<file path="src/design/kmeans_collect_settings.svh">
`ifndef KMEANS_COLLECT_SETTINGS_SVH
`define KMEANS_COLLECT_SETTINGS_SVH

// reducer bank layout
`define KM_REDUCERS        4
`define KM_CLUSTERS        6     // K
`define KM_DIMENSION       4     // coordinates per point
`define KM_BANK_ADDR_BITS  1     // enough for ceil(K / reducers) entries

// word widths
`define KM_SUM_WIDTH       32
`define KM_COUNT_WIDTH     32
`define KM_STREAM_WIDTH    32

// dimension * sum width / stream width
`define KM_BEATS_PER_SUM   4

`endif

</file>
<file path="src/design/kmeans_types_pkg.sv">
`include "kmeans_collect_settings.svh"

package kmeans_types_pkg;

   ////////////////////////////////////////
   // data words seen at the reducer banks
   ////////////////////////////////////////

   // reducers fill coord, the sequencer walks beat
   typedef union packed
   {
      logic [`KM_DIMENSION-1:0][`KM_SUM_WIDTH-1:0]        coord;
      logic [`KM_BEATS_PER_SUM-1:0][`KM_STREAM_WIDTH-1:0] beat;
   } sum_vector_t;

   typedef logic [`KM_COUNT_WIDTH-1:0] count_t;      // points in one cluster

   typedef logic [`KM_STREAM_WIDTH-1:0] beat_t;      // one host stream word

   typedef logic [$clog2(`KM_CLUSTERS)-1:0] cluster_idx_t;

   typedef logic [`KM_BANK_ADDR_BITS-1:0] bank_addr_t;

endpackage

</file>
<file path="src/design/collect_ctrl_pkg.sv">
package collect_ctrl_pkg;

   // which bank a read goes to
   typedef enum logic
   {
      READ_SUM   = 1'b0,
      READ_COUNT = 1'b1
   } read_kind_t;

   // sequencer run states, sums pass first then counts
   typedef enum logic [2:0]
   {
      IDLE,
      SUM_READ,
      SUM_WAIT,
      SUM_OUT,
      COUNT_READ,
      COUNT_WAIT,
      COUNT_OUT
   } collect_state_t;

endpackage

</file>
<file path="src/design/collect_ifs.sv">
`timescale 1ns/1ns

////////////////////////////////////////
// bank read, sequencer to read port
////////////////////////////////////////

interface bank_read_if;
   import kmeans_types_pkg::*;
   import collect_ctrl_pkg::*;

   logic         rd_req;         // single cycle pulse
   read_kind_t   rd_kind;
   cluster_idx_t rd_cluster;
   logic         rd_valid;       // three cycles after rd_req
   sum_vector_t  rd_sum;         // held until the next rd_valid
   count_t       rd_count;

   modport requester (output rd_req, rd_kind, rd_cluster,
                      input  rd_valid, rd_sum, rd_count);

   modport responder (input  rd_req, rd_kind, rd_cluster,
                      output rd_valid, rd_sum, rd_count);
endinterface

////////////////////////////////////////
// beats, sequencer to stream stage
////////////////////////////////////////

interface beat_if;
   import kmeans_types_pkg::*;

   logic  beat_valid;
   beat_t beat_data;
   logic  beat_last;
   logic  beat_ready;

   modport source (output beat_valid, beat_data, beat_last, input beat_ready);

   modport sink (input beat_valid, beat_data, beat_last, output beat_ready);
endinterface

</file>
<file path="src/design/reducer_read_port.sv">
`timescale 1ns/1ns
`include "kmeans_collect_settings.svh"

module reducer_read_port
(
   input  logic                          clock,
   input  logic                          reset_n,
   bank_read_if.responder                rd,
   output logic [`KM_REDUCERS-1:0]       o_ce_sums,
   output logic [`KM_REDUCERS-1:0]       o_ce_counters,
   output kmeans_types_pkg::bank_addr_t  o_bank_address,
   input  kmeans_types_pkg::sum_vector_t i_sum_pts [`KM_REDUCERS],
   input  kmeans_types_pkg::count_t      i_count_pts [`KM_REDUCERS]
);
   import kmeans_types_pkg::*;
   import collect_ctrl_pkg::*;

   typedef logic [`KM_REDUCERS-1:0] ce_vec_t;

   ce_vec_t     reducer_bit;     // cluster mod reducers, one hot
   bank_addr_t  bank_addr;
   ce_vec_t     sel_sum;         // enables delayed to the return cycle
   ce_vec_t     sel_count;
   sum_vector_t sum_mux;
   count_t      count_mux;
   sum_vector_t sum_q;
   count_t      count_q;
   logic        valid_q;

   assign reducer_bit = ce_vec_t'(1) << (rd.rd_cluster % `KM_REDUCERS);
   assign bank_addr   = bank_addr_t'(rd.rd_cluster / `KM_REDUCERS);

   // enables and address, one cycle after the request
   always_ff @(posedge clock)
   begin
      if (!reset_n)
      begin
         o_ce_sums      <= '0;
         o_ce_counters  <= '0;
         o_bank_address <= '0;
         sel_sum        <= '0;
         sel_count      <= '0;
         valid_q        <= 1'b0;
      end
      else
      begin
         o_ce_sums     <= (rd.rd_req && rd.rd_kind == READ_SUM) ? reducer_bit : '0;
         o_ce_counters <= (rd.rd_req && rd.rd_kind == READ_COUNT) ? reducer_bit : '0;
         if (rd.rd_req)
            o_bank_address <= bank_addr;
         sel_sum   <= o_ce_sums;       // bank word shows up now
         sel_count <= o_ce_counters;
         valid_q   <= (|sel_sum) || (|sel_count);
      end
   end

   ////////////////////////////////////////
   // reducer mux and holding registers
   ////////////////////////////////////////

   always_comb
   begin
      sum_mux   = '0;
      count_mux = '0;
      for (int i = 0; i < `KM_REDUCERS; i++)
      begin
         if (sel_sum[i])
            sum_mux = i_sum_pts[i];
         if (sel_count[i])
            count_mux = i_count_pts[i];
      end
   end

   always_ff @(posedge clock)
   begin
      if (|sel_sum)
         sum_q <= sum_mux;
      if (|sel_count)
         count_q <= count_mux;
   end

   assign rd.rd_valid = valid_q;
   assign rd.rd_sum   = sum_q;
   assign rd.rd_count = count_q;

endmodule

</file>
<file path="src/design/collect_sequencer.sv">
`timescale 1ns/1ns
`include "kmeans_collect_settings.svh"

module collect_sequencer
(
   input  logic           clock,
   input  logic           reset_n,
   input  logic           i_start,
   output logic           o_done,
   bank_read_if.requester rd,
   beat_if.source         beat
);
   import kmeans_types_pkg::*;
   import collect_ctrl_pkg::*;

   typedef logic [$clog2(`KM_BEATS_PER_SUM)-1:0] beat_idx_t;

   localparam beat_idx_t    LAST_BEAT    = beat_idx_t'(`KM_BEATS_PER_SUM - 1);
   localparam cluster_idx_t LAST_CLUSTER = cluster_idx_t'(`KM_CLUSTERS - 1);

   collect_state_t state;
   cluster_idx_t   cluster;
   beat_idx_t      beat_cnt;     // coordinate beat inside a sum vector
   logic           done_q;
   logic           xfer;

   ////////////////////////////////////////
   // read requests
   ////////////////////////////////////////

   assign rd.rd_req     = (state == SUM_READ) || (state == COUNT_READ);
   assign rd.rd_kind    = (state == COUNT_READ) ? READ_COUNT : READ_SUM;
   assign rd.rd_cluster = cluster;

   ////////////////////////////////////////
   // beat offer
   ////////////////////////////////////////

   assign beat.beat_valid = (state == SUM_OUT) || (state == COUNT_OUT);
   assign beat.beat_data  = (state == COUNT_OUT) ? beat_t'(rd.rd_count)
                                                 : rd.rd_sum.beat[beat_cnt];
   assign beat.beat_last  = (state == COUNT_OUT) && (cluster == LAST_CLUSTER);
   assign xfer            = beat.beat_valid && beat.beat_ready;

   always_ff @(posedge clock)
   begin
      if (!reset_n)
      begin
         state    <= IDLE;
         cluster  <= '0;
         beat_cnt <= '0;
         done_q   <= 1'b0;
      end
      else
      begin
         done_q <= xfer && beat.beat_last;
         case (state)
            IDLE:
            begin
               cluster  <= '0;
               beat_cnt <= '0;
               if (i_start)
                  state <= SUM_READ;
            end
            SUM_READ:
               state <= SUM_WAIT;
            SUM_WAIT:
               if (rd.rd_valid)
                  state <= SUM_OUT;
            SUM_OUT:
            begin
               if (xfer)
               begin
                  beat_cnt <= beat_cnt + 1'b1;
                  if (beat_cnt == LAST_BEAT)
                  begin
                     beat_cnt <= '0;
                     if (cluster == LAST_CLUSTER)
                     begin
                        cluster <= '0;         // second walk, counts
                        state   <= COUNT_READ;
                     end
                     else
                     begin
                        cluster <= cluster + 1'b1;
                        state   <= SUM_READ;
                     end
                  end
               end
            end
            COUNT_READ:
               state <= COUNT_WAIT;
            COUNT_WAIT:
               if (rd.rd_valid)
                  state <= COUNT_OUT;
            COUNT_OUT:
            begin
               if (xfer)
               begin
                  if (cluster == LAST_CLUSTER)
                     state <= IDLE;
                  else
                  begin
                     cluster <= cluster + 1'b1;
                     state   <= COUNT_READ;
                  end
               end
            end
            default:
               state <= IDLE;
         endcase
      end
   end

   assign o_done = done_q;    // cycle after the tlast beat moves on

endmodule

</file>
<file path="src/design/stream_output.sv">
`timescale 1ns/1ns

module stream_output
(
   input  logic                    clock,
   input  logic                    reset_n,
   beat_if.sink                    beat,
   output kmeans_types_pkg::beat_t o_tdata,
   output logic                    o_tvalid,
   output logic                    o_tlast,
   input  logic                    i_tready
);

   // one entry, room when empty or draining this cycle
   assign beat.beat_ready = !o_tvalid || i_tready;

   always_ff @(posedge clock)
   begin
      if (!reset_n)
      begin
         o_tvalid <= 1'b0;
         o_tlast  <= 1'b0;
      end
      else if (beat.beat_ready)
      begin
         o_tvalid <= beat.beat_valid;    // drops when drained with nothing behind
         o_tlast  <= beat.beat_valid && beat.beat_last;
      end
   end

   // payload only
   always_ff @(posedge clock)
   begin
      if (beat.beat_ready && beat.beat_valid)
         o_tdata <= beat.beat_data;
   end

endmodule

</file>
<file path="src/design/kmeans_collect_top.sv">
`timescale 1ns/1ns
`include "kmeans_collect_settings.svh"

module kmeans_collect_top
(
   input  logic                          clock,
   input  logic                          reset_n,
   input  logic                          i_start,
   output logic                          o_done,

   // reducer banks
   output logic [`KM_REDUCERS-1:0]       o_ce_sums,
   output logic [`KM_REDUCERS-1:0]       o_ce_counters,
   output kmeans_types_pkg::bank_addr_t  o_bank_address,
   input  kmeans_types_pkg::sum_vector_t i_sum_pts [`KM_REDUCERS],
   input  kmeans_types_pkg::count_t      i_count_pts [`KM_REDUCERS],

   // host stream
   output kmeans_types_pkg::beat_t       o_tdata,
   output logic                          o_tvalid,
   output logic                          o_tlast,
   input  logic                          i_tready
);

   bank_read_if u_rd_if ();
   beat_if      u_beat_if ();

   reducer_read_port u_reducer_read_port
   (
      .clock          (clock),
      .reset_n        (reset_n),
      .rd             (u_rd_if.responder),
      .o_ce_sums      (o_ce_sums),
      .o_ce_counters  (o_ce_counters),
      .o_bank_address (o_bank_address),
      .i_sum_pts      (i_sum_pts),
      .i_count_pts    (i_count_pts)
   );

   collect_sequencer u_collect_sequencer
   (
      .clock   (clock),
      .reset_n (reset_n),
      .i_start (i_start),
      .o_done  (o_done),
      .rd      (u_rd_if.requester),
      .beat    (u_beat_if.source)
   );

   stream_output u_stream_output
   (
      .clock    (clock),
      .reset_n  (reset_n),
      .beat     (u_beat_if.sink),
      .o_tdata  (o_tdata),
      .o_tvalid (o_tvalid),
      .o_tlast  (o_tlast),
      .i_tready (i_tready)
   );

endmodule

</file>
<file path="config.mk">
export PLATFORM = sky130hd
export DESIGN_NAME = kmeans_collect_top
export DESIGN_NICKNAME = d
export VERILOG_FILES = /design/src/design/kmeans_types_pkg.sv /design/src/design/collect_ctrl_pkg.sv /design/src/design/collect_ifs.sv /design/src/design/reducer_read_port.sv /design/src/design/collect_sequencer.sv /design/src/design/stream_output.sv /design/src/design/kmeans_collect_top.sv
export VERILOG_INCLUDE_DIRS = /design/src /design/src/design
export SDC_FILE = /design/constraint.sdc
export NUM_CORES = 1
export LEC_CHECK = 0
export BUFFER_PORTS_ARGS = -buffer_cell sky130_fd_sc_hd__buf_2
export CAP_MARGIN = 20
export CELL_PAD_IN_SITES_DETAIL_PLACEMENT = 1
export CELL_PAD_IN_SITES_GLOBAL_PLACEMENT = 1
export CORE_AREA = 2 2 266 268
export DETAILED_ROUTE_END_ITERATION = 6
export DIE_AREA = 0 0 268 270
export PLACE_DENSITY_LB_ADDON = 0.05
export SETUP_SLACK_MARGIN = 0.5
export SYNTH_ARGS = -nofsm -noshare
export SYNTH_HDL_FRONTEND = slang
export SYNTH_SLANG_ARGS = --single-unit
</file>
<file path="constraint.sdc">
create_clock -name clock -period 5.4 [get_ports clock]
set_clock_uncertainty 0.1 [all_clocks]
set_input_delay 0.27 -clock clock [delete_from_list [all_inputs] [get_ports clock]]
set_output_delay 0.27 -clock clock [all_outputs]
set_load 0.005 [all_outputs]
</file>
==> impl_metrics.yaml, run 1 <==
floorplan:
  pin_count: 688
  die_y_um: 270
  start_util_pct: 18.1
  die_w_um: 268
  core_region_area_um2: 69500
  die-area_um2: 72400
  rows: 97
logic_synthesis:
  synth_nets: 1954
  syn_inst: 1305
  ys_warn_count: 0
  ys_ff_latch: 221
  synth_cell_type_count: 41
  synth_edf_count: 192
  synthesis.area_um2: 12600
  syn_avg_cell_area_um2: 9.63
  synthFlopType: "edfxtp_1"
  yosysSeqAreaShare_pct: 50.5
  async_flop_share_pct: 0
cts:
  cts_sinks: 221
  cts_buffers: 28
  cts_buffer_depth: 3
  htree_levels: 1
  post_cts_buffers: 0
  root_buffer: "clkbuf_16"
  cts_tree: "yes"
  clk_pin_slew_worst_paths_ns: 0.06
  clock_latency_ns: 0.57
detailed_routing:
  wl_met1_mm: 29.2
  post-route-drc-count: 0
  wl_met2_mm: 34.5
  wl_met3_mm: 3.18
  drt_wl_total_mm: 68.7
  wire_per_inst_um: 22.3
  vias_per_cell: 4.33
  dr.max_layer_used: "met5"
  initialDrtViolationCount: 515
  num_vias: 13400
  dr.pass1.iters: 6
  ant_nets: 0
sta:
  period_needed_ns: 3.02
  worst_pin_slew_ns: 1.01
  slew_headroom_pct: 32.3
  setup_viol: 0
  fmax_mhz: 331
  rsz0062_at_grt: "false"
  finalHoldViolCount: 0
  tns_ns: 0
  post-route-period-util_pct: 56.0
  setup_ws_ns: 2.38
  slew_violations: 0
global_route:
  grt_antenna_before_repair: 30
  grt_use_total_pct: 18.4
  first_global_vias: 14600
  overflow: 0
  grt_pass1_wl_mm: 97.4
  grt_max_degree: 161
placement:
  dp_slack_ns: 2.63
  gp_congestion: 0.816
  dp_hpwl_mm: 54.3
  port_buffers: 687
finish:
  drive_gt1_share_pct: 38.9
  area_delta_synth_final_pct: 56.8
  fillers: 8323
  nets: 2756
  multi_input_area_um2: 5740
  regArea_um2: 6360
  fin_util_pct: 28.3
worst_setup_path:
  cp-end-kind: "register"
  crit_required_ns: 5.72
  critPathKind: "register to register"
  path_max_fanout: 41
  arrival_ns: 3.34
  cp-start-kind: "register"
power:
  ir_drop_mv: 0.227
  p_leak_uw: 0.00805
  p_per_area_nw_per_um2: 248
worst_hold_path:
  hold_class: "input port to register"
job:
  maxCapViolCount: 0
run_status:
  status: "finished, final reports clean"
## synthesized netlist by cell type, types with 2 or more instances
cell type	instances	share of area (%)
edfxtp_1	192	46
nand2_1	171	5.1
nor2_1	168	5.0
a21oi_1	165	6.6
o21ai_0	161	6.4
a22oi_1	159	9.5
clkbuf_1	95	2.8
mux2_2	33	3.0
mux4_2	32	5.7
dfxtp_1	29	4.6
buf_2	18	0.72
and2_1	16	0.80
buf_1	8	0.24
nor2b_1	6	0.30
ha_1	5	0.50
nand3_1	5	0.20
inv_1	4	0.12
mux2i_1	4	0.32
nand2b_1	3	0.15
nand3b_1	3	0.18
nor3_1	3	0.12
a21o_1	2	0.12
a31oi_1	2	0.10
nor3b_1	2	0.12
or3_1	2	0.10
or4_1	2	0.12
## stage by stage
stage	power [uW]	hold slack [ns]	instances	area, um^2
floorplan	2550	0.356	1305	12600
global placement	3040	0.361	2826	16900
detailed placement	3050	0.353	2826	16900
CTS	4980	0.000204	3069	19700
global route	5130	0.0157	3083	19700
finish	4880	0.00422	3084	19700
## worst max-delay path, cell delays in order, from the launching register on
cell           delay [ns]
dfxtp_4              0.49
nor2b_4              0.55
buf_4                0.39
buf_4                0.26
a22oi_1              0.09
nor2_1               0.14
a21oi_1              0.06
o21ai_0              0.18
dlygate4sd3_1        0.57
## final cells by class
type	count	area share, %
Clock inverter	14	0.413
Clock buffer	38	3.90
Sequential cell	221	32.3
Timing Repair Buffer	895	28.0
Antenna cell	15	0.190
Inverter	4	0.0762
Multi-Input combinational cell	957	29.1
Tap cell	940	5.97
## routing by layer
metal | up-vias | track usage (%)
li1 | 6469 | -
met1 | 6403 | 23.0
met2 | 396 | 32.2
met3 | 85 | 3.15
met4 | 10 | 4.91
met5 | - | 0
## logic make-up after synthesis
kind of cell	after synthesis	synth area share, %
xor+xnor	2	0.199
flops	221	50.5
simple gates	385	12.5
buf+inv	127	4.06
compound gates	496	23.3
fa+ha+maj	5	0.498
mux	69	9.01
## timing repair
item | CTS | global route
hold buffers | 191 | 0
resized for setup | 0 | 0
endpoints found under the hold margin | 151 | 0
## power by group
group | leakage, uW | total (uW) | switching (uW) | internal, uW
registers | 0.00209 | 2120 | 92.3 | 2020
clock network | 0.000425 | 1770 | 770 | 996
logic | 0.00554 | 996 | 502 | 494
## registers in the layout, summed over array words and instances, names as in the netlist
signal	flops
u_reducer_read_port.rd.rd_sum	128
u_reducer_read_port.rd.rd_count	32
u_stream_output.o_tdata	32
u_reducer_read_port.o_ce_counters	4
u_reducer_read_port.o_ce_sums	4
u_reducer_read_port.sel_count	4
u_reducer_read_port.sel_sum	4
u_collect_sequencer.rd.rd_cluster	3
u_collect_sequencer.state	3
u_collect_sequencer.beat_cnt	2
u_collect_sequencer.o_done	1
u_reducer_read_port.o_bank_address	1
u_reducer_read_port.rd.rd_valid	1
u_stream_output.o_tlast	1
u_stream_output.o_tvalid	1
## placed cells by master (no fill, tap or decap), types with 2 or more instances in the layout
cell,n
nor3b_1,2
inv_1,4
clkinv_1,4
nand2_1,170
nand3b_1,3
nor2b_1,4
dfxtp_4,4
nor2_1,167
and2_1,16
mux2_2,33
ha_1,5
dfxtp_1,22
dlygate4sd3_1,191
clkbuf_8,3
a21oi_1,165
nor2b_2,2
or3_1,2
diode_2,15
a31oi_1,2
edfxtp_1,192
mux2i_1,4
buf_4,13
mux4_2,32
clkbuf_16,28
nor3_1,3
dfxtp_2,3
clkinv_2,7
a22oi_1,159
buf_2,687
clkbuf_1,7
a21o_1,2
nand3_1,5
o21ai_0,161
buf_12,4
nand2b_1,3
## worst paths after layout
path / startpoint / end / slack [ns] / cells past startpoint
min reg2reg: u_reducer_read_port.o_ce_counters[3] / u_reducer_read_port.sel_count[3] / 0.36 / 1
min: i_sum_pts[112] / u_reducer_read_port.rd.rd_sum[112] / 0.004 / 3
max reg2reg: u_reducer_read_port.sel_sum[1] / u_reducer_read_port.rd.rd_sum[93] / 2.38 / 8
max: u_reducer_read_port.sel_sum[1] / u_reducer_read_port.rd.rd_sum[93] / 2.38 / 8
(Power assumes the default switching activity.)
==> inputs of run 2 (changes only) <==
==> constraint.sdc (replaced) <==
create_clock -name clock -period 3.1 [get_ports clock]
set_clock_uncertainty 0.1 [all_clocks]
set_input_delay 0.155 -clock clock [delete_from_list [all_inputs] [get_ports clock]]
set_output_delay 0.155 -clock clock [all_outputs]
set_load 0.005 [all_outputs]
==> impl_metrics.yaml, run 2 (same netlist as run 1, synthesis figures left out) <==
run_status:
  status: "finished, final reports clean"
power:
  p_leak_uw: 0.00873
  ir_drop_mv: 0.407
  p_per_area_nw_per_um2: 422
worst_setup_path:
  reg2reg_slack_ns: 0.69
  critPathKind: "register to register"
  cp-end-kind: "register"
  worstPathCellList: "nor2b_4 > buf_12 > a22oi_1 > nor2_1 > a21oi_1 > o21ai_0 > dlygate4sd3_1"
  max_stage_delay_ns: 0.59
  arrival_ns: 2.76
  path_max_fanout: 39
  crit_required_ns: 3.44
  crit_family: "buffers and inverters"
  crit_buf_inv: 2
  cp_slowest_cell: "dlygate4sd3_1"
  cp-start-kind: "register"
finish:
  nets: 2879
  largest_reg_flops: 128
  fillers: 8202
  area_delta_synth_final_pct: 67.4
  drive_gt1_share_pct: 37.7
  final_common_cell: "buf_2"
  final_cell_mix: "buf_2, dlygate4sd3_1, edfxtp_1, nand2_1, nor2_1"
global_route:
  grt_antenna_before_repair: 35
  first_global_vias: 15000
  grt_use_total_pct: 18.9
  overflow: 0
  grt_max_degree: 99
  grt_pass1_wl_mm: 100
cts:
  root_buffer: "clkbuf_16"
  clock_latency_ns: 0.58
  cts_sinks: 221
  clk_pin_slew_worst_paths_ns: 0.06
  htree_levels: 1
  cts_buffers: 30
  cts_buffer_depth: 3
  cts_tree: "yes"
sta:
  post-route-period-util_pct: 77.9
  setup_viol: 0
  slew_headroom_pct: 42.5
  period_needed_ns: 2.41
  worst_pin_slew_ns: 0.863
  rsz0062_at_grt: "false"
  fmax_mhz: 414
  finalHoldViolCount: 0
  setup_ws_ns: 0.685
  slew_violations: 0
  tns_ns: 0
floorplan:
  pin_count: 688
  die-area_um2: 72400
  die_w_um: 268
  core_region_area_um2: 69500
  rows: 97
  die_y_um: 270
  start_util_pct: 18.1
detailed_routing:
  wl_met1_mm: 30.7
  vias_per_cell: 4.34
  dr.pass1.iters: 6
  dr.max_layer_used: "met5"
  initialDrtViolationCount: 629
  drt_wl_total_mm: 70.7
  wire_per_inst_um: 22.1
  num_vias: 13900
  post-route-drc-count: 0
  ant_nets: 0
  wl_met3_mm: 3.84
  wl_met2_mm: 34.8
placement:
  gp_congestion: 0.875
  dp_hpwl_mm: 56.4
  dp_slack_ns: 0.682
  port_buffers: 687
worst_hold_path:
  hold_class: "input port to register"
job:
  maxCapViolCount: 0
==> run 2: cell count changes in the layout (fill, tap and decap cells not counted), moves of 2 or more <==
cell,delta
a21oi_1,-2
a21oi_2,+2
buf_12,+5
buf_4,+6
clkbuf_1,-2
clkbuf_16,+3
clkinv_1,-3
clkinv_2,+2
diode_2,-2
dlygate4sd3_1,+109
==> run 2: worst register-to-register path: stages, from the launching register on <==
cell and delay [ns]:
dfxtp_4 0.42, nor2b_4 0.37, buf_12 0.26, a22oi_1 0.15, nor2_1 0.12, a21oi_1 0.06, o21ai_0 0.21, dlygate4sd3_1 0.59
==> run 2: worst paths after layout <==
| check | from | end | cells past startpoint |
|---|---|---|---|
| worst max-delay path | u_reducer_read_port.sel_sum[1] | u_reducer_read_port.rd.rd_sum[59] | 7 |
| worst min-delay path | i_sum_pts[0] | u_reducer_read_port.rd.rd_sum[0] | 3 |
| worst max register to register | u_reducer_read_port.sel_sum[1] | u_reducer_read_port.rd.rd_sum[59] | 7 |
| worst min register to register | u_reducer_read_port.o_ce_counters[2] | u_reducer_read_port.sel_count[2] | 1 |
==> run 2: final cells by class <==
cell class	instances	area (um^2)	area share (%)
timing repair buffer	1016	6780	32.2
sequential	221	6370	30.3
multi-input combinational	957	5750	27.3
tap	940	1180	5.59
clock buffer	40	850	4.04
clock inverter	12	72.6	0.345
antenna	13	32.5	0.155
inverter	4	15.0	0.0714
==> run 2: routing by layer <==
layer  up-vias  GRT usage (%)
li1       6716              -
met1      6669           24.4
met2       422           32.7
met3        82           3.46
met4         8           3.81
met5         -              0
==> run 2: metrics by stage <==
step | util (%) | instances | cell area [um^2] | hold WS [ns] | power (uW)
6_report | 30.3 | 3203 | 21000 | 0.0223 | 8870
2_1_floorplan | - | 1305 | 12600 | 0.242 | 4420
5_1_grt | 30.2 | 3200 | 21000 | 0.00574 | 9310
3_5_place_dp | 24.5 | 2837 | 17100 | 0.336 | 5360
3_3_place_gp | 24.5 | 2837 | 17100 | 0.338 | 5350
4_1_cts | 30.2 | 3189 | 21000 | 0.00205 | 9030
==> run 2: where the power goes <==
part           switching, uW  leakage [uW]  internal (uW)  total, uW
sequential               153       0.00209           3530       3680
clock                   1370      0.000461           1900       3280
combinational            916       0.00618           1000       1920
total                   2440       0.00873           6430       8870
==> run 2: what timing repair did <==
action                                  in CTS  in global routing
buffers inserted                             0                  1
gates resized for setup                      0                  5
hold buffers                               300                  0
endpoints found under the setup margin       0                 22
endpoints found under the hold margin      168                  0
==> inputs of run 3 (changes only) <==
--- a/config.mk
+++ b/config.mk
@@ -6,6 +6,7 @@
 export SDC_FILE = /design/constraint.sdc
 export NUM_CORES = 1
 export LEC_CHECK = 0
+export ABC_AREA = 1
 export BUFFER_PORTS_ARGS = -buffer_cell sky130_fd_sc_hd__buf_2
 export CAP_MARGIN = 20
 export CELL_PAD_IN_SITES_DETAIL_PLACEMENT = 1
==> constraint.sdc (replaced) <==
create_clock -name clock -period 2.1 [get_ports clock]
set_clock_uncertainty 0.1 [all_clocks]
set_input_delay 0.105 -clock clock [delete_from_list [all_inputs] [get_ports clock]]
set_output_delay 0.105 -clock clock [all_outputs]
set_load 0.005 [all_outputs]
==> impl_metrics.yaml, run 3 <==
global_route:
  grt_antenna_before_repair: 9
  grt_pass1_wl_mm: 129
  overflow: 0
  grt_max_degree: 98
  first_global_vias: 19300
  grt_use_total_pct: 24.2
power:
  p_leak_uw: 0.0115
  finalPower_uw: 18800
  ir_drop_mv: 0.516
  p_per_area_nw_per_um2: 694
sta:
  setup_viol: 0
  rsz0062_at_grt: "true"
  tns_ns: 0
  period_needed_ns: 1.76
  fmax_mhz: 567
  worst_pin_slew_ns: 0.487
  slew_headroom_pct: 67.5
  finalHoldViolCount: 7
  holdWs_ns: -0.0440
  slew_violations: 0
  post-route-period-util_pct: 84.0
finish:
  final_cell_mix: "buf_2, dlygate4sd3_1, nand2_1, edfxtp_1, nor2_1"
  area_delta_synth_final_pct: 104
  fillers: 8186
  final_common_cell: "buf_2"
  fin_area_um2: 27000
  largest_reg_flops: 128
  drive_gt1_share_pct: 39.6
  fin_util_pct: 38.9
  nets: 3590
floorplan:
  core_region_area_um2: 69500
  die_y_um: 270
  die_w_um: 268
  die-area_um2: 72400
  rows: 97
  start_util_pct: 19.0
  pin_count: 688
logic_synthesis:
  ys_warn_count: 0
  synth_cell_type_count: 27
  synth_top_area_share_pct: 43.6
  synthTopCellsByArea: "edfxtp_1, o21ai_0, nand2_1"
  synth_edf_count: 192
  synthTopCellsByCount: "o21ai_0, nand2_1, edfxtp_1, nor2_1, nand3_1"
  yosysTopAreaCell: "edfxtp_1"
  async_flop_share_pct: 0
  synth_nets: 2379
  synthFlopType: "edfxtp_1"
  synth_most_common_cell: "o21ai_0"
  syn_avg_cell_area_um2: 7.64
  yosysSeqAreaShare_pct: 48.0
  ys_ff_latch: 221
  synthesis.area_um2: 13200
  syn_inst: 1730
detailed_routing:
  post-route-drc-count: 0
  initialDrtViolationCount: 838
  wl_met3_mm: 4.10
  vias_per_cell: 4.60
  dr.pass1.iters: 4
  wl_met1_mm: 41.2
  wl_met2_mm: 49.3
  num_vias: 18000
  wire_per_inst_um: 24.9
  ant_nets: 0
  dr.max_layer_used: "met5"
  drt_wl_total_mm: 97.4
cts:
  cts_buffers: 28
  cts_buffer_depth: 3
  cts_sinks: 221
  clock_latency_ns: 0.57
  htree_levels: 1
  clk_pin_slew_worst_paths_ns: 0.07
  cts_tree: "yes"
  root_buffer: "clkbuf_16"
placement:
  dp_hpwl_mm: 63.4
  gp_congestion: 0.849
  placed_cell_area_um2: 18100
  port_buffers: 687
worst_setup_path:
  cp-start-kind: "register"
  reg2regPathDepth: 7
  reg2reg_slack_ns: 0.34
  reg2reg_to: "u_reducer_read_port.rd.rd_sum[98]"
  cp-end-kind: "register"
  crit_required_ns: 2.37
  arrival_ns: 2.04
  critPathKind: "register to register"
  r2r-start: "u_reducer_read_port.sel_sum[1]"
  path_max_fanout: 8
worst_hold_path:
  worstHoldStart: "i_sum_pts[266]"
  hold_end: "u_reducer_read_port.rd.rd_sum[10]"
  hold_class: "input port to register"
  whs_path_depth: 5
job:
  maxCapViolCount: 0
run_status:
  status: "finished, violations left"
  violations: "negative hold slack"
==> run 3: cell types whose count changed in the layout (fill, tap and decap cells not counted), sizes merged, moves of 116 or more <==
| cell | before | now |
|---|---|---|
| dlygate4sd3 | 300 | 483 |
| nand3 | 5 | 171 |
| o21ai | 161 | 393 |
| buf | 716 | 832 |
| nand2 | 172 | 364 |
| a22oi | 159 | 0 |
==> run 3: metrics by stage <==
step                      cells  worst slack (ns)
final                      3909             0.336
after global routing       3906             0.327
after global placement     3280            -0.121
after detailed placement   3280           -0.0992
after floorplan            1730            -0.256
after CTS                  3824             0.366
==> run 3: area by class of cell <==
| type | instances | area [um^2] | share of cell area (%) |
|---|---|---|---|
| Antenna cell | 6 | 15.0 | 0.0556 |
| Timing Repair Buffer | 1332 | 11000 | 40.5 |
| Inverter | 37 | 179 | 0.662 |
| Sequential cell | 221 | 6380 | 23.6 |
| Multi-Input combinational cell | 1321 | 7280 | 27.0 |
| Clock buffer | 31 | 733 | 2.71 |
| Clock inverter | 21 | 302 | 1.12 |
| Tap cell | 940 | 1180 | 4.35 |
==> run 3: repair_timing <==
action / 4_1_cts / 5_1_grt
buffers inserted: 22 / 25
cloned: 19 / 22
hold endpoints to repair: 184 / 21
endpoints found under the setup margin: 313 / 354
pin swaps: 17 / 88
hold buffers: 451 / 32
resized for setup: 193 / 390
==> run 3: worst max-delay path, stage by stage (launching register included) <==
cell	delay, ns
dfxtp_4	0.42
inv_12	0.16
buf_16	0.19
clkbuf_16	0.17
nand3_1	0.06
nand2_1	0.08
o21ai_2	0.07
o21ai_2	0.26
==> run 3: cell families (layout without fill, tap and decap cells) <==
family	after synthesis	after routing	share of synthesized area [%]
DFF	221	221	48.0
and+or+nand+nor	724	724	22.5
buffers and inverters	188	1421	6.23
AOI/OAI and AO/OA	591	591	22.7
xor gates and xnor gates	1	1	0.0663
adders and majority gates	5	5	0.473
other	0	6	0
==> run 3: power breakdown <==
part           total, uW  internal, uW  switching [uW]  leakage, uW
Combinational       7270          3310            3960      0.00901
Sequential          6010          5650             361      0.00198
Clock               5480          3380            2090     0.000503
==> run 3: routing by layer <==
layer	track usage (%)	up-vias
met2	43.7	596
met1	29.9	8702
met4	5.87	6
met5	0	-
met3	3.47	156
li1	-	8523
==> run 3: worst max-delay path by stage <==
stage | from | end
floorplan | u_reducer_read_port.sel_sum[0] | u_reducer_read_port.rd.rd_sum[0]
global placement | u_reducer_read_port.sel_sum[0] | u_reducer_read_port.rd.rd_sum[25]
detailed placement | u_reducer_read_port.sel_sum[1] | u_reducer_read_port.rd.rd_sum[25]
CTS | u_reducer_read_port.sel_sum[1] | u_reducer_read_port.rd.rd_sum[116]
global route | u_reducer_read_port.sel_sum[1] | u_reducer_read_port.rd.rd_sum[3]
finish | u_reducer_read_port.sel_sum[1] | u_reducer_read_port.rd.rd_sum[98]
